File: src/logic/snes_bridge_pkg.sv
/*
  Shared definitions for the bridge control logic.
  Holds the address windows, the settings register offsets, the data table
  constants, and the packed structs for settings, bridge bus, save port and RTC.
*/
package snes_bridge_pkg;

  // upper address nibble of each bridge window
  localparam logic [3:0] window_settings = 4'h0;
  localparam logic [3:0] window_save     = 4'h2;
  localparam logic [3:0] window_cmd      = 4'hF;

  ////////////////////////////////////////////////////////////
  // settings register byte offsets
  localparam logic [31:0] reg_ioctl_download = 32'h0000_0000;
  localparam logic [31:0] reg_rom_size       = 32'h0000_0004;
  localparam logic [31:0] reg_rom_type       = 32'h0000_0008;
  localparam logic [31:0] reg_ram_size       = 32'h0000_000C;
  localparam logic [31:0] reg_pal            = 32'h0000_0010;
  localparam logic [31:0] reg_reset          = 32'h0000_0050;
  localparam logic [31:0] reg_cpu_turbo      = 32'h0000_0080;
  localparam logic [31:0] reg_gsu_turbo      = 32'h0000_0084;
  localparam logic [31:0] reg_multitap       = 32'h0000_0100;
  localparam logic [31:0] reg_lightgun       = 32'h0000_0104;
  localparam logic [31:0] reg_aim_speed      = 32'h0000_0108;
  localparam logic [31:0] reg_aspect         = 32'h0000_0200;
  localparam logic [31:0] reg_blend          = 32'h0000_0204;

  // size word of data slot 1 in the data table
  localparam logic [9:0]  datatable_size_index = 10'd3;
  localparam logic [31:0] save_size_base       = 32'd1024;

  ////////////////////////////////////////////////////////////
  typedef struct packed {
    logic       ioctl_download;
    logic [7:0] rom_type;
    logic [3:0] rom_size;
    logic [3:0] ram_size;
    logic       pal;
    logic       cpu_turbo;
    logic       gsu_turbo;
    logic       multitap;
    logic       lightgun_enabled;
    logic       lightgun_type;
    logic [7:0] aim_speed;
    logic       use_4_3;
    logic       blend;
  } core_settings_t;

  typedef struct packed {
    logic [31:0] addr;
    logic        rd;
    logic        wr;
    logic [31:0] wr_data;
  } bridge_bus_t;

  // core side save port, 16-bit word address
  typedef struct packed {
    logic        wr;
    logic [10:0] addr;
    logic [15:0] wdata;
  } core_save_req_t;

  typedef struct packed {
    logic       toggle;
    logic [7:0] pad;
    logic [7:0] weekday;
    logic [7:0] year;
    logic [7:0] month;
    logic [7:0] day;
    logic [7:0] hour;
    logic [7:0] minute;
    logic [7:0] second;
  } rtc_word_t;

endpackage

File: src/logic/bridge_read_mux.sv
/*
  Bridge read data select by address window, one register stage.
*/
`timescale 1ns/10ps

module bridge_read_mux (
  input  logic                         clk_74a,
  input  logic                         pll_core_locked,
  input  snes_bridge_pkg::bridge_bus_t bridge,
  input  logic [31:0]                  settings_rd_data,
  input  logic [31:0]                  save_rd_data,
  output logic [31:0]                  bridge_rd_data
);

  logic       rd_q;
  logic [3:0] win_q;

  // peers register their word in the cycle after the read
  always_ff @(posedge clk_74a or negedge pll_core_locked) begin
    if (!pll_core_locked) begin
      rd_q           <= 1'b0;
      win_q          <= '0;
      bridge_rd_data <= '0;
    end else begin
      rd_q <= bridge.rd;
      if (bridge.rd) begin
        win_q <= bridge.addr[31:28];
      end
      if (rd_q) begin
        case (win_q)
          snes_bridge_pkg::window_save:     bridge_rd_data <= save_rd_data;
          snes_bridge_pkg::window_settings: bridge_rd_data <= settings_rd_data;
          // no host command handler behind the command window
          default:                          bridge_rd_data <= 32'h0;
        endcase
      end
    end
  end

endmodule

File: config.mk
export PLATFORM = sky130hd
export DESIGN_NAME = bridge_read_mux
export DESIGN_NICKNAME = d
export VERILOG_FILES = /design/src/logic/snes_bridge_pkg.sv /design/src/logic/bridge_read_mux.sv
export SDC_FILE = /design/constraint.sdc
export NUM_CORES = 1
export LEC_CHECK = 0
export BUFFER_PORTS_ARGS = -buffer_cell sky130_fd_sc_hd__buf_2
export CAP_MARGIN = 20
export CORE_MARGIN = 10
export CORE_UTILIZATION = 41
export DETAILED_ROUTE_END_ITERATION = 16
export GPL_ROUTABILITY_DRIVEN = 0
export PLACE_DENSITY = 0.85
export SETUP_SLACK_MARGIN = 0.05
export SLEW_MARGIN = 10
export SYNTH_ARGS = -nofsm -noshare
export SYNTH_HDL_FRONTEND = slang
export SYNTH_SLANG_ARGS = --single-unit
File: constraint.sdc
create_clock -name clk_74a -period 2.55 [get_ports clk_74a]
set_input_delay 0.1275 -clock clk_74a [delete_from_list [all_inputs] [get_ports clk_74a]]
set_output_delay 0.1275 -clock clk_74a [all_outputs]
set_load 0.005 [all_outputs]
Yosys cells after proc, flatten, opt, wreduce, memory -nomap -nowiden
Cells that the tools add are included.

word-level totals
  bits in registers = 37
  input port bits = 132

operators by class
  equal/unequal tests = 1
  multiplexer cells = 1
  reduce and logical (&&, ||, !) cells = 1

operators by type and width
  operator                                        count
  case mux 32 bit (2 select lines)                1
  == test 4 x 2 -> 1 bit (second input constant)  1
  zero test 4 bit                                 1

Logic depth before layout (Yosys ltp)
Gate-level depths: netlist of the first run.

  depth in word-level cells = 2
  gate-level depth with buffers = 5

Worst setup path before layout of the first run
No wires, ideal clock.

  path kind = register to register
  start point = register win_q[0]
  end point = register bridge_rd_data[27]
  arrival time = 1.237 ns
  path slack = 1.230 ns
  stages on the path, launching flop included = 5
  clock period less this slack = 1.320 ns
  cell sequence = dfrtp_1 or4b_1 buf_2 buf_6 o22ai_2

on the way
  longest elaborated chain between the ends = 2
  elaborated cells between the ends (all ways) = 3
  classes of those cells = 1 x eq/ne; 1 x mux; 1 x reduce/logical

RTL lines
  element                                                           RTL line               source
  from (decl)                                                       bridge_read_mux.sv:16  logic [3:0] win_q;
  from (signal assigned)                                            bridge_read_mux.sv:27  win_q <= bridge.addr[31:28];
  == test 4 x 2 -> 1 bit / zero test 4 bit (equally long branches)  bridge_read_mux.sv:30  case (win_q)
  case mux 32 bit (2 select lines) (*)                              bridge_read_mux.sv:30
  to (signal assigned)                                              bridge_read_mux.sv:31  snes_bridge_pkg::window_save: bridge_rd_data <= save_rd_data;
  to (signal assigned)                                              bridge_read_mux.sv:32  snes_bridge_pkg::window_settings: bridge_rd_data <= settings_rd_data;
  to (decl)                                                         bridge_read_mux.sv:12  output logic [31:0] bridge_rd_data

Every way passes the cells marked *; elsewhere a longest branch is shown, timed or not.
A chain may end at the register's enable or synchronous reset.

Worst setup path in the final report of the first run
  start point = register win_q[0]
  end point = register bridge_rd_data[29]

The elaborated chain is that of the path after synthesis.

==> qor.csv, run 1 <==
stage,metric,value,unit
yosys,netlist_area,1880,um^2
worst_setup_path,cp_data_required_time,2.74,ns
layout,fin_area,2480,um^2
worst_setup_path,startpoint_type,register,
global_route,grt_pass1_vias,1605,
layout,nets,381,
detailed_routing,drc,0,
worst_hold_path,whs_path_depth,1,
yosys,yosysWarningCount,0,
pwr,p_leak,0.00132,uW
worst_setup_path,reg2reg_from,win_q[0],
floorplanning,placementRows,24,
worst_setup_path,timing.rr.end,bridge_rd_data[29],
timing,period_needed,1.86,ns
timing,slew_violations,0,
global_route,grt_pass1_wl,7.55,mm
timing,fmax,536,MHz
detailed_routing,first_iter_violations,58,
layout,drive_above_1_share,56.8,%
global_route,track_usage,12.1,%
global_route,antenna_found_initial,0,
place,place_area,2390,um^2
yosys,syn_inst,150,
yosys,syn_nets,282,
floorplanning,core,4410,um^2
timing,finalSetupViolations,0,
worst_hold_path,hold_class,input port to register,
worst_setup_path,crit_fanout,32,
global_route,grt.overflow.total,0,
clocking,ctsResizeCount,0,
timing,hold_viol,0,
clocking,cts.sinks,37,
yosys,ys_ff_latch,37,
detailed_routing,wl_per_cell,15.8,um
detailed_routing,drt-total-wl,4.77,mm
layout,fillers,409,
timing,worst_pin_slew,1.03,ns
detailed_routing,firstDrtPassIters,2,
run,max_cap_violations,0,
pwr,powerDensity,524,nW/um^2
clocking,clkLatencyLatePin,0.28,ns
layout,area_growth,32.0,%
worst_hold_path,hold_start,bridge[33],
clocking,h-tree-depth,2,
worst_setup_path,r2r_cells,2,
detailed_routing,final_antenna_net_count,0,
global_route,grt_start_max_net_pins,38,
detailed_routing,vias,1448,
pwr,vdd_drop_max,0.000263,V
worst_setup_path,cp-end-kind,register,
clocking,path_clk_slew,0.06,ns
clocking,clock_path_buffers,2,
timing,rsz0062_at_grt,no,
yosys,ys_types,11,
worst_setup_path,r2r_slack,0.69,ns
timing,fin_skew,0.00326,ns
yosys,synth.avg_cell_area,12.6,um^2
floorplanning,die_x,87.8,um
floorplanning,dieArea,7700,um^2
timing,slew_headroom,31.6,%
timing,setup_tns,0,ns
worst_setup_path,arrival,2.05,ns
worst_setup_path,crit_type,register to register,
floorplanning,start_util,42.7,%
yosys,synth-seq-area-share,49.2,%
worst_setup_path,startpoint,win_q[0],
clocking,cts_tree,built,
detailed_routing,vias_per_cell,4.79,
place,numPortBuffers,102,
clocking,root_buffer,clkbuf_8,
outcome,status,"finished, final reports clean",
timing,fin_crit_sh,73.1,%
floorplanning,dieHeight,87.8,um
clocking,cts_buffers,5,
floorplanning,io_pins,164,
layout,antenna_cells,0,
place,dp_hpwl,3.56,mm
worst_hold_path,min_to,rd_q,
[flip-flops by register name (all words and copies together), names as in the netlist]
signal,cells
rd_q,1
bridge_rd_data,32
win_q,4
[worst max-delay path, stage by stage, from the launching register on]
cell,delay [ns]
dfrtp_1,0.37
or4b_2,1.14
o22ai_1,0.26
[per-layer routing]
layer / GRT usage (%) / up-vias / part of all wire (%)
met4: 3.04 / 0 / 0.48
met5: 0 / - / 0
li1: - / 711 / -
met2: 21.0 / 57 / 51
met3: 5.66 / 4 / 11
met1: 13.0 / 676 / 37
[cells in the mapped netlist]
cell type  number  area, um^2
buf_2           5        25.0
buf_6           3        33.8
clkbuf_1        4        15.0
dfrtp_1        37         926
inv_1          32         120
mux2_1          3        33.8
mux2_2          1        11.3
mux2i_1        32         320
o22ai_1         2        12.5
o22ai_2        30         375
or4b_1          1        10.0
[area by class of cell]
cell class / count / area [um^2] / area share (%)
flip-flops and latches: 37 / 928 / 37.4
inverters: 32 / 120 / 4.83
clock buffers: 8 / 80.1 / 3.22
repair buffers: 104 / 528 / 21.2
multi-input cells: 69 / 763 / 30.7
well taps: 52 / 65.1 / 2.62
[worst max-delay path by stage]
stage	endpoint	slack, ns
floorplan	bridge_rd_data[27]	1.23
global placement	bridge_rd_data[29]	0.69
detailed placement	bridge_rd_data[29]	0.67
CTS	bridge_rd_data[29]	0.66
global route	bridge_rd_data[29]	0.58
finish	bridge_rd_data[29]	0.69
[through the flow]
step	instances	utilization (%)	worst slack (ns)	hold slack [ns]	power (uW)
floorplan	150	-	1.23	-0.168	819
global placement	293	54.3	0.692	0.268	926
detailed placement	293	54.3	0.673	0.273	936
CTS	302	56.3	0.656	0.0168	1330
global route	302	56.3	0.576	0.0175	1380
finish	302	56.3	0.686	0.0305	1300
[cell usage in the layout (no fill, tap or decap), drive strengths merged]
| cell | instances |
|---|---|
| mux2 | 4 |
| or4b | 1 |
| inv | 32 |
| dfrtp | 37 |
| buf | 103 |
| o22ai | 32 |
| mux2i | 32 |
| clkbuf | 8 |
| dlygate4sd3 | 1 |
[timing repair]
action                                 CTS  global route
setup buffers                            0             0
endpoints found under the hold margin   37             0
hold buffers                             1             0
[report_power, final]
| group | switching [uW] | internal, uW | leakage (uW) |
|---|---|---|---|
| clock | 189 | 194 | 0.0000395 |
| combinational | 112 | 141 | 0.000783 |
| sequential | 41.2 | 625 | 0.000495 |
[kinds of logic (layout without fill, tap and decap cells)]
| kind of cell | count (synthesis) | after routing | share of synthesized area (%) |
|---|---|---|---|
| multiplexers | 36 | 36 | 19.4 |
| buffers and inverters | 44 | 144 | 10.3 |
| AND/OR/NAND/NOR | 1 | 1 | 0.532 |
| flip-flops | 37 | 37 | 49.2 |
| AO/OA/AOI/OAI | 32 | 32 | 20.6 |
(Power assumes the default switching activity.)
==> run 2: changes to the inputs <==
--- a/config.mk
+++ b/config.mk
@@ -8,10 +8,10 @@
 export BUFFER_PORTS_ARGS = -buffer_cell sky130_fd_sc_hd__buf_2
 export CAP_MARGIN = 20
 export CORE_MARGIN = 10
-export CORE_UTILIZATION = 41
+export CORE_UTILIZATION = 34
 export DETAILED_ROUTE_END_ITERATION = 16
 export GPL_ROUTABILITY_DRIVEN = 0
-export PLACE_DENSITY = 0.85
+export PLACE_DENSITY = 0.75
 export SETUP_SLACK_MARGIN = 0.05
 export SLEW_MARGIN = 10
 export SYNTH_ARGS = -nofsm -noshare
==> constraint.sdc (replaced) <==
create_clock -name clk_74a -period 1.6 [get_ports clk_74a]
set_input_delay 0.08 -clock clk_74a [delete_from_list [all_inputs] [get_ports clk_74a]]
set_output_delay 0.08 -clock clk_74a [all_outputs]
set_load 0.005 [all_outputs]
==> qor.csv, run 2 (synthesized netlist as in run 1, its figures left out) <==
stage,metric,value,unit,change
detailed_routing,drt-total-wl,4.77,mm,+0.13%
detailed_routing,drc,0,,unchanged
layout,nets,387,,+1.6%
timing,hold_viol,0,,unchanged
layout,largest_reg_flops,32,,unchanged
clocking,root_buffer,clkbuf_8,,
worst_setup_path,reg2reg_from,win_q[0],,
pwr,power.share.sequential,48.8,%,-2.4 points
layout,mostFrequentLayoutCell,buf_2,,
timing,fin_crit_sh,84.3,%,+11 points
worst_setup_path,arrival,1.55,ns,-0.50 ns
clocking,clock_path_buffers,2,,unchanged
timing,setup_tns,0,ns,unchanged
pwr,clockPowerShare,29.2,%,-0.2 points
worst_hold_path,min_to,win_q[0],,
layout,regMostFlops,bridge_rd_data,,
pwr,switching_power,553,uW,+62%
global_route,grt_pass1_wl,7.56,mm,about the same
timing,hold_ws,0.0129,ns,-0.0176 ns
place,dp.cells,317,,+8.2%
floorplanning,die_x,94.4,um,+7.6%
timing,slew_violations,0,,unchanged
detailed_routing,wl_per_cell,14.6,um,-7.8%
timing,finalSetupViolations,0,,unchanged
layout,fin_cells,328,,+8.6%
pwr,vdd_drop_max,0.000467,V,+78%
layout,drive_above_1_share,57.0,%,+0.23 points
detailed_routing,final_antenna_net_count,0,,unchanged
worst_hold_path,hold_class,input port to register,,
pwr,switching_share,26.3,%,about the same
worst_setup_path,r2r_slack,0.25,ns,-0.43 ns
place,place_area,2470,um^2,+3.3%
layout,area_growth,38.3,%,
timing,rsz0062_at_grt,no,,
detailed_routing,wl_met3,475,um,-11%
clocking,clkLatencyLatePin,0.28,ns,about the same
run,max_cap_violations,0,,unchanged
detailed_routing,wl_met1,1.91,mm,+7.5%
detailed_routing,firstDrtPassIters,4,,+2
worst_setup_path,slowest_delay,0.57,ns,-0.57 ns
detailed_routing,vias_per_cell,4.49,,-6.3%
floorplanning,dieArea,8920,um^2,+16%
timing,slew_headroom,66.0,%,+34 points
outcome,status,"finished, final reports clean",,
floorplanning,start_util,34.6,%,-8.0 points
detailed_routing,routed-wl-met2,2.33,mm,-4.2%
timing,fin_skew,0.00204,ns,-0.00122 ns
pwr,powerDensity,808,nW/um^2,+54%
pwr,p_comb_share,22.0,%,+2.6 points
detailed_routing,first_iter_violations,21,,-64%
layout,most-common-layout-cells,"buf_2, dfrtp_1, inv_1, mux2i_1, o22ai_2",,
clocking,cts_buffers,5,,unchanged
floorplanning,placementRows,27,,+13%
worst_setup_path,slowest_stage,or4b_4,,
layout,fillers,522,,+28%
worst_hold_path,whs_path_depth,2,,+1
place,dp_hpwl,3.66,mm,+2.8%
worst_hold_path,hold_start,bridge[62],,
floorplanning,dieHeight,94.4,um,+7.6%
global_route,grt.overflow.total,0,,unchanged
worst_setup_path,cp_data_required_time,1.80,ns,-0.94 ns
layout,antenna_cells,0,,unchanged
global_route,grt_start_max_net_pins,38,,unchanged
worst_setup_path,crit_fanout,16,,-50%
worst_setup_path,crit_type,register to register,,
detailed_routing,highest_layer,met4,,
worst_setup_path,path_cells,"or4b_4, buf_8, o22ai_1",,
worst_setup_path,r2r_cells,3,,+1
pwr,p_leak,0.00136,uW,+3.4%
layout,final_util,47.9,%,-8.4 points
detailed_routing,vias,1474,,+1.8%
clocking,cts_tree,built,,
timing,period_needed,1.35,ns,-0.515 ns
layout,fin_area,2600,um^2,+4.8%
place,numPortBuffers,102,,unchanged
clocking,path_clk_slew,0.07,ns,about the same
timing,fmax,741,MHz,+38%
floorplanning,io_pins,164,,unchanged
worst_setup_path,startpoint_type,register,,
worst_setup_path,cp-end-kind,register,,
global_route,track_usage,10.3,%,-1.8 points
timing,worst_pin_slew,0.510,ns,-0.516 ns
layout,top_regs,"bridge_rd_data (32), win_q (4), rd_q (1)",,
clocking,h-tree-depth,2,,unchanged
pwr,intPower,1550,uW,+62%
floorplanning,core,5440,um^2,+23%
clocking,cts.sinks,37,,unchanged
global_route,antenna_found_initial,0,,unchanged
worst_setup_path,timing.rr.end,bridge_rd_data[29],,
global_route,grt_pass1_vias,1698,,+5.8%
==> run 2: layer usage <==
metal	track usage, %	vias to the layer above
met2	18.0	60
met5	0	-
met3	4.76	7
met1	10.9	684
li1	-	723
met4	3.04	0
==> run 2: worst max-delay path by stage <==
stage,from,endpoint,slack [ns],cells past startpoint
floorplan,win_q[0],bridge_rd_data[27],0.28,4
global placement,win_q[0],bridge_rd_data[28],0.09,3
detailed placement,win_q[0],bridge_rd_data[29],0.04,3
CTS,win_q[0],bridge_rd_data[28],0.05,3
global route,win_q[0],bridge_rd_data[28],0.16,3
finish,win_q[0],bridge_rd_data[29],0.25,3
==> run 2: stage by stage <==
step                power (uW)  worst slack [ns]
global placement          1500            0.0948
finish                    2110             0.251
detailed placement        1510            0.0450
floorplan                 1310             0.280
global route              2240             0.161
CTS                       2150            0.0481
==> run 2: area by class of cell <==
cell class                      instances  area, um^2  area share (%)
Clock buffer                            8        80.1            3.08
Sequential cell                        37         928            35.7
Timing Repair Buffer                  110         618            23.7
Inverter                               32         120            4.61
Multi-Input combinational cell         69         767            29.5
Tap cell                               72        90.1            3.46
==> run 2: power groups by stage <==
stage               Clock (uW)  Combinational (uW)  Sequential (uW)
detailed placement           0                 465             1040
floorplan                    0                 259             1050
finish                     615                 464             1030
global route               691                 514             1030
global placement             0                 456             1040
CTS                        653                 472             1030
==> run 2: critical path, delay by kind of cell, from the launching register on <==
kind	cells	cell delay (ns)
AOI/OAI and AO/OA	1	0.14
buffers and inverters	1	0.19
DFF	1	0.38
and+or+nand+nor	1	0.57
==> run 2: timing repair <==
item                                    in CTS  in global routing
hold buffers                                 3                  0
hold endpoints to repair                    39                  0
setup buffers                                0                  0
endpoints found under the setup margin       1                 19
resized for setup                            1                  4
gates cloned                                 0                  0
==> run 3: changes to the inputs <==
--- a/config.mk
+++ b/config.mk
@@ -8,10 +8,10 @@
 export BUFFER_PORTS_ARGS = -buffer_cell sky130_fd_sc_hd__buf_2
 export CAP_MARGIN = 20
 export CORE_MARGIN = 10
-export CORE_UTILIZATION = 34
+export CORE_UTILIZATION = 38
 export DETAILED_ROUTE_END_ITERATION = 16
 export GPL_ROUTABILITY_DRIVEN = 0
-export PLACE_DENSITY = 0.75
+export PLACE_DENSITY = 0.79
 export SETUP_SLACK_MARGIN = 0.05
 export SLEW_MARGIN = 10
 export SYNTH_ARGS = -nofsm -noshare
==> constraint.sdc (replaced) <==
create_clock -name clk_74a -period 1.3 [get_ports clk_74a]
set_input_delay 0.065 -clock clk_74a [delete_from_list [all_inputs] [get_ports clk_74a]]
set_output_delay 0.065 -clock clk_74a [all_outputs]
set_load 0.005 [all_outputs]
==> qor.csv, run 3 (synthesized netlist as in run 1, its figures left out) <==
stage,metric,value,unit,change
timing,fmax,754,MHz,+1.7%
floorplanning,io_pins,164,,unchanged
run,max_cap_violations,0,,unchanged
floorplanning,dieHeight,90.4,um,-4.3%
floorplanning,core,4750,um^2,-13%
global_route,track_usage,12.5,%,+2.2 points
pwr,power.share.sequential,47.9,%,-0.9 points
pwr,switching_share,26.0,%,-0.29 points
detailed_routing,first_iter_violations,48,,+130%
clocking,cts_buffers,5,,unchanged
floorplanning,dieArea,8170,um^2,-8.3%
worst_setup_path,crit_fanout,17,,+1
global_route,grt_pass1_wl,8.44,mm,+12%
pwr,p_comb_share,22.0,%,about the same
worst_setup_path,crit_type,register to register,,
timing,fin_skew,0.00230,ns,+0.000258 ns
layout,mostFrequentLayoutCell,buf_2,,
layout,multi_input_area,779,um^2,+1.6%
detailed_routing,wl_per_cell,15.5,um,+6.6%
floorplanning,start_util,39.6,%,+5.0 points
layout,fillers,421,,-19%
timing,finalSetupViolations,15,,+15
outcome,violations,setup timing,,
pwr,switching_power,686,uW,+24%
clocking,path_clk_slew,0.07,ns,about the same
timing,rsz0062_at_grt,yes,,
global_route,grt.overflow.total,0,,unchanged
timing,period_needed,1.33,ns,-0.0228 ns
timing,worst_pin_slew,0.519,ns,+0.00969 ns
layout,fin_area,2630,um^2,+1.1%
timing,slew_headroom,65.4,%,-0.65 points
detailed_routing,firstDrtPassIters,4,,unchanged
place,numPortBuffers,102,,unchanged
outcome,status,"complete, but fails checks",,
global_route,antenna_found_initial,0,,unchanged
timing,hold_viol,0,,unchanged
clocking,cts_setup_buffers,0,,unchanged
detailed_routing,vias,1478,,+0.27%
worst_setup_path,cp-end-kind,register,,
layout,largest_reg_flops,32,,unchanged
timing,slew_violations,0,,unchanged
clocking,clkLatencyLatePin,0.28,ns,about the same
pwr,powerDensity,1000,nW/um^2,+24%
worst_setup_path,startpoint_type,register,,
layout,antenna_cells,0,,unchanged
clocking,h-tree-depth,2,,unchanged
clocking,clock_path_buffers,2,,unchanged
detailed_routing,vias_per_cell,4.56,,+1.5%
timing,fin_crit_sh,102,%,+18 points
timing,fin_ws,-0.0264,ns,-0.277 ns
layout,most-common-layout-cells,"buf_2, dfrtp_1, inv_1, mux2i_1, o22ai_2",,
worst_hold_path,hold_class,input port to register,,
pwr,intPower,1950,uW,+26%
layout,top_regs,"bridge_rd_data (32), win_q (4), rd_q (1)",,
clocking,root_buffer,clkbuf_8,,
detailed_routing,final_antenna_net_count,0,,unchanged
pwr,vdd_drop_max,0.000519,V,+11%
global_route,grt_start_max_net_pins,33,,-13%
clocking,cts.sinks,37,,unchanged
floorplanning,placementRows,25,,-7.4%
place,dp_hpwl,3.96,mm,+8.1%
layout,regMostFlops,bridge_rd_data,,
floorplanning,die_x,90.4,um,-4.3%
worst_setup_path,cp_data_required_time,1.50,ns,-0.30 ns
layout,drive_above_1_share,58.8,%,+1.7 points
worst_setup_path,arrival,1.53,ns,-0.02 ns
global_route,grt_pass1_vias,1695,,-0.18%
pwr,clockPowerShare,30.0,%,+0.8 points
pwr,p_leak,0.00140,uW,+2.5%
detailed_routing,drc,0,,unchanged
layout,seqCellArea,928,um^2,unchanged
place,place_area,2500,um^2,+0.86%
layout,area_growth,39.8,%,
detailed_routing,drt-total-wl,5.03,mm,+5.3%
clocking,cts_tree,built,,
layout,nets,389,,+0.52%
layout,final_util,55.4,%,+7.5 points
-- run 3: final cells by class --
| class | count | area share [%] |
|---|---|---|
| Timing Repair Buffer | 112 | 24.1 |
| Inverter | 32 | 4.56 |
| Multi-Input combinational cell | 69 | 29.6 |
| Tap cell | 67 | 3.18 |
| Sequential cell | 37 | 35.3 |
| Clock buffer | 7 | 3.28 |
-- run 3: metrics by stage --
step	hold WS, ns	power, uW	worst slack (ns)	cells	TNS (ns)
floorplan	-0.231	1610	-0.00574	150	-0.118
global placement	0.0439	1850	-0.187	314	-4.89
detailed placement	0.0515	1870	-0.229	314	-5.87
CTS	0.00106	2680	-0.0353	324	-0.200
global route	0.0210	2780	-0.0707	324	-1.32
finish	0.00331	2640	-0.0264	324	-0.110
-- run 3: path summary, 6_finish.rpt --
check                                start                 end  slack (ns)  cells past startpoint
max                               win_q[3]  bridge_rd_data[28]       -0.03                      3
min                             bridge[64]            win_q[2]       0.003                      2
max reg2reg                       win_q[3]  bridge_rd_data[28]       -0.03                      3
min reg2reg                       win_q[3]            win_q[3]        0.50                      1
max in group asynchronous  pll_core_locked  bridge_rd_data[25]        0.55                      3
min in group asynchronous  pll_core_locked   bridge_rd_data[5]        0.29                      2
-- run 3: power groups by stage --
stage	registers, uW	logic (uW)	clock network [uW]
after floorplan	1290	321	0
after global placement	1280	567	0
after detailed placement	1290	579	0
after CTS	1270	595	818
after global routing	1280	647	858
final	1270	582	792
-- run 3: worst max-delay path, cell delays in order (launching register included) --
cell	delay (ns)
dfrtp_1	0.37
or4b_4	0.58
buf_12	0.18
o22ai_2	0.11
-- run 3: metal layers --
layer / global-route usage [%] / part of all wire, %
met1: 14.0 / 42
met3: 4.41 / 7.3
met4: 3.98 / 1.2
met5: 0 / 0
met2: 21.7 / 50
-- run 3: what timing repair did --
item | in CTS | in global routing
pin swaps | 1 | 0
hold buffers | 3 | 0
resized for setup | 4 | 0
setup endpoints to repair | 32 | 32
endpoints found under the hold margin | 21 | 0
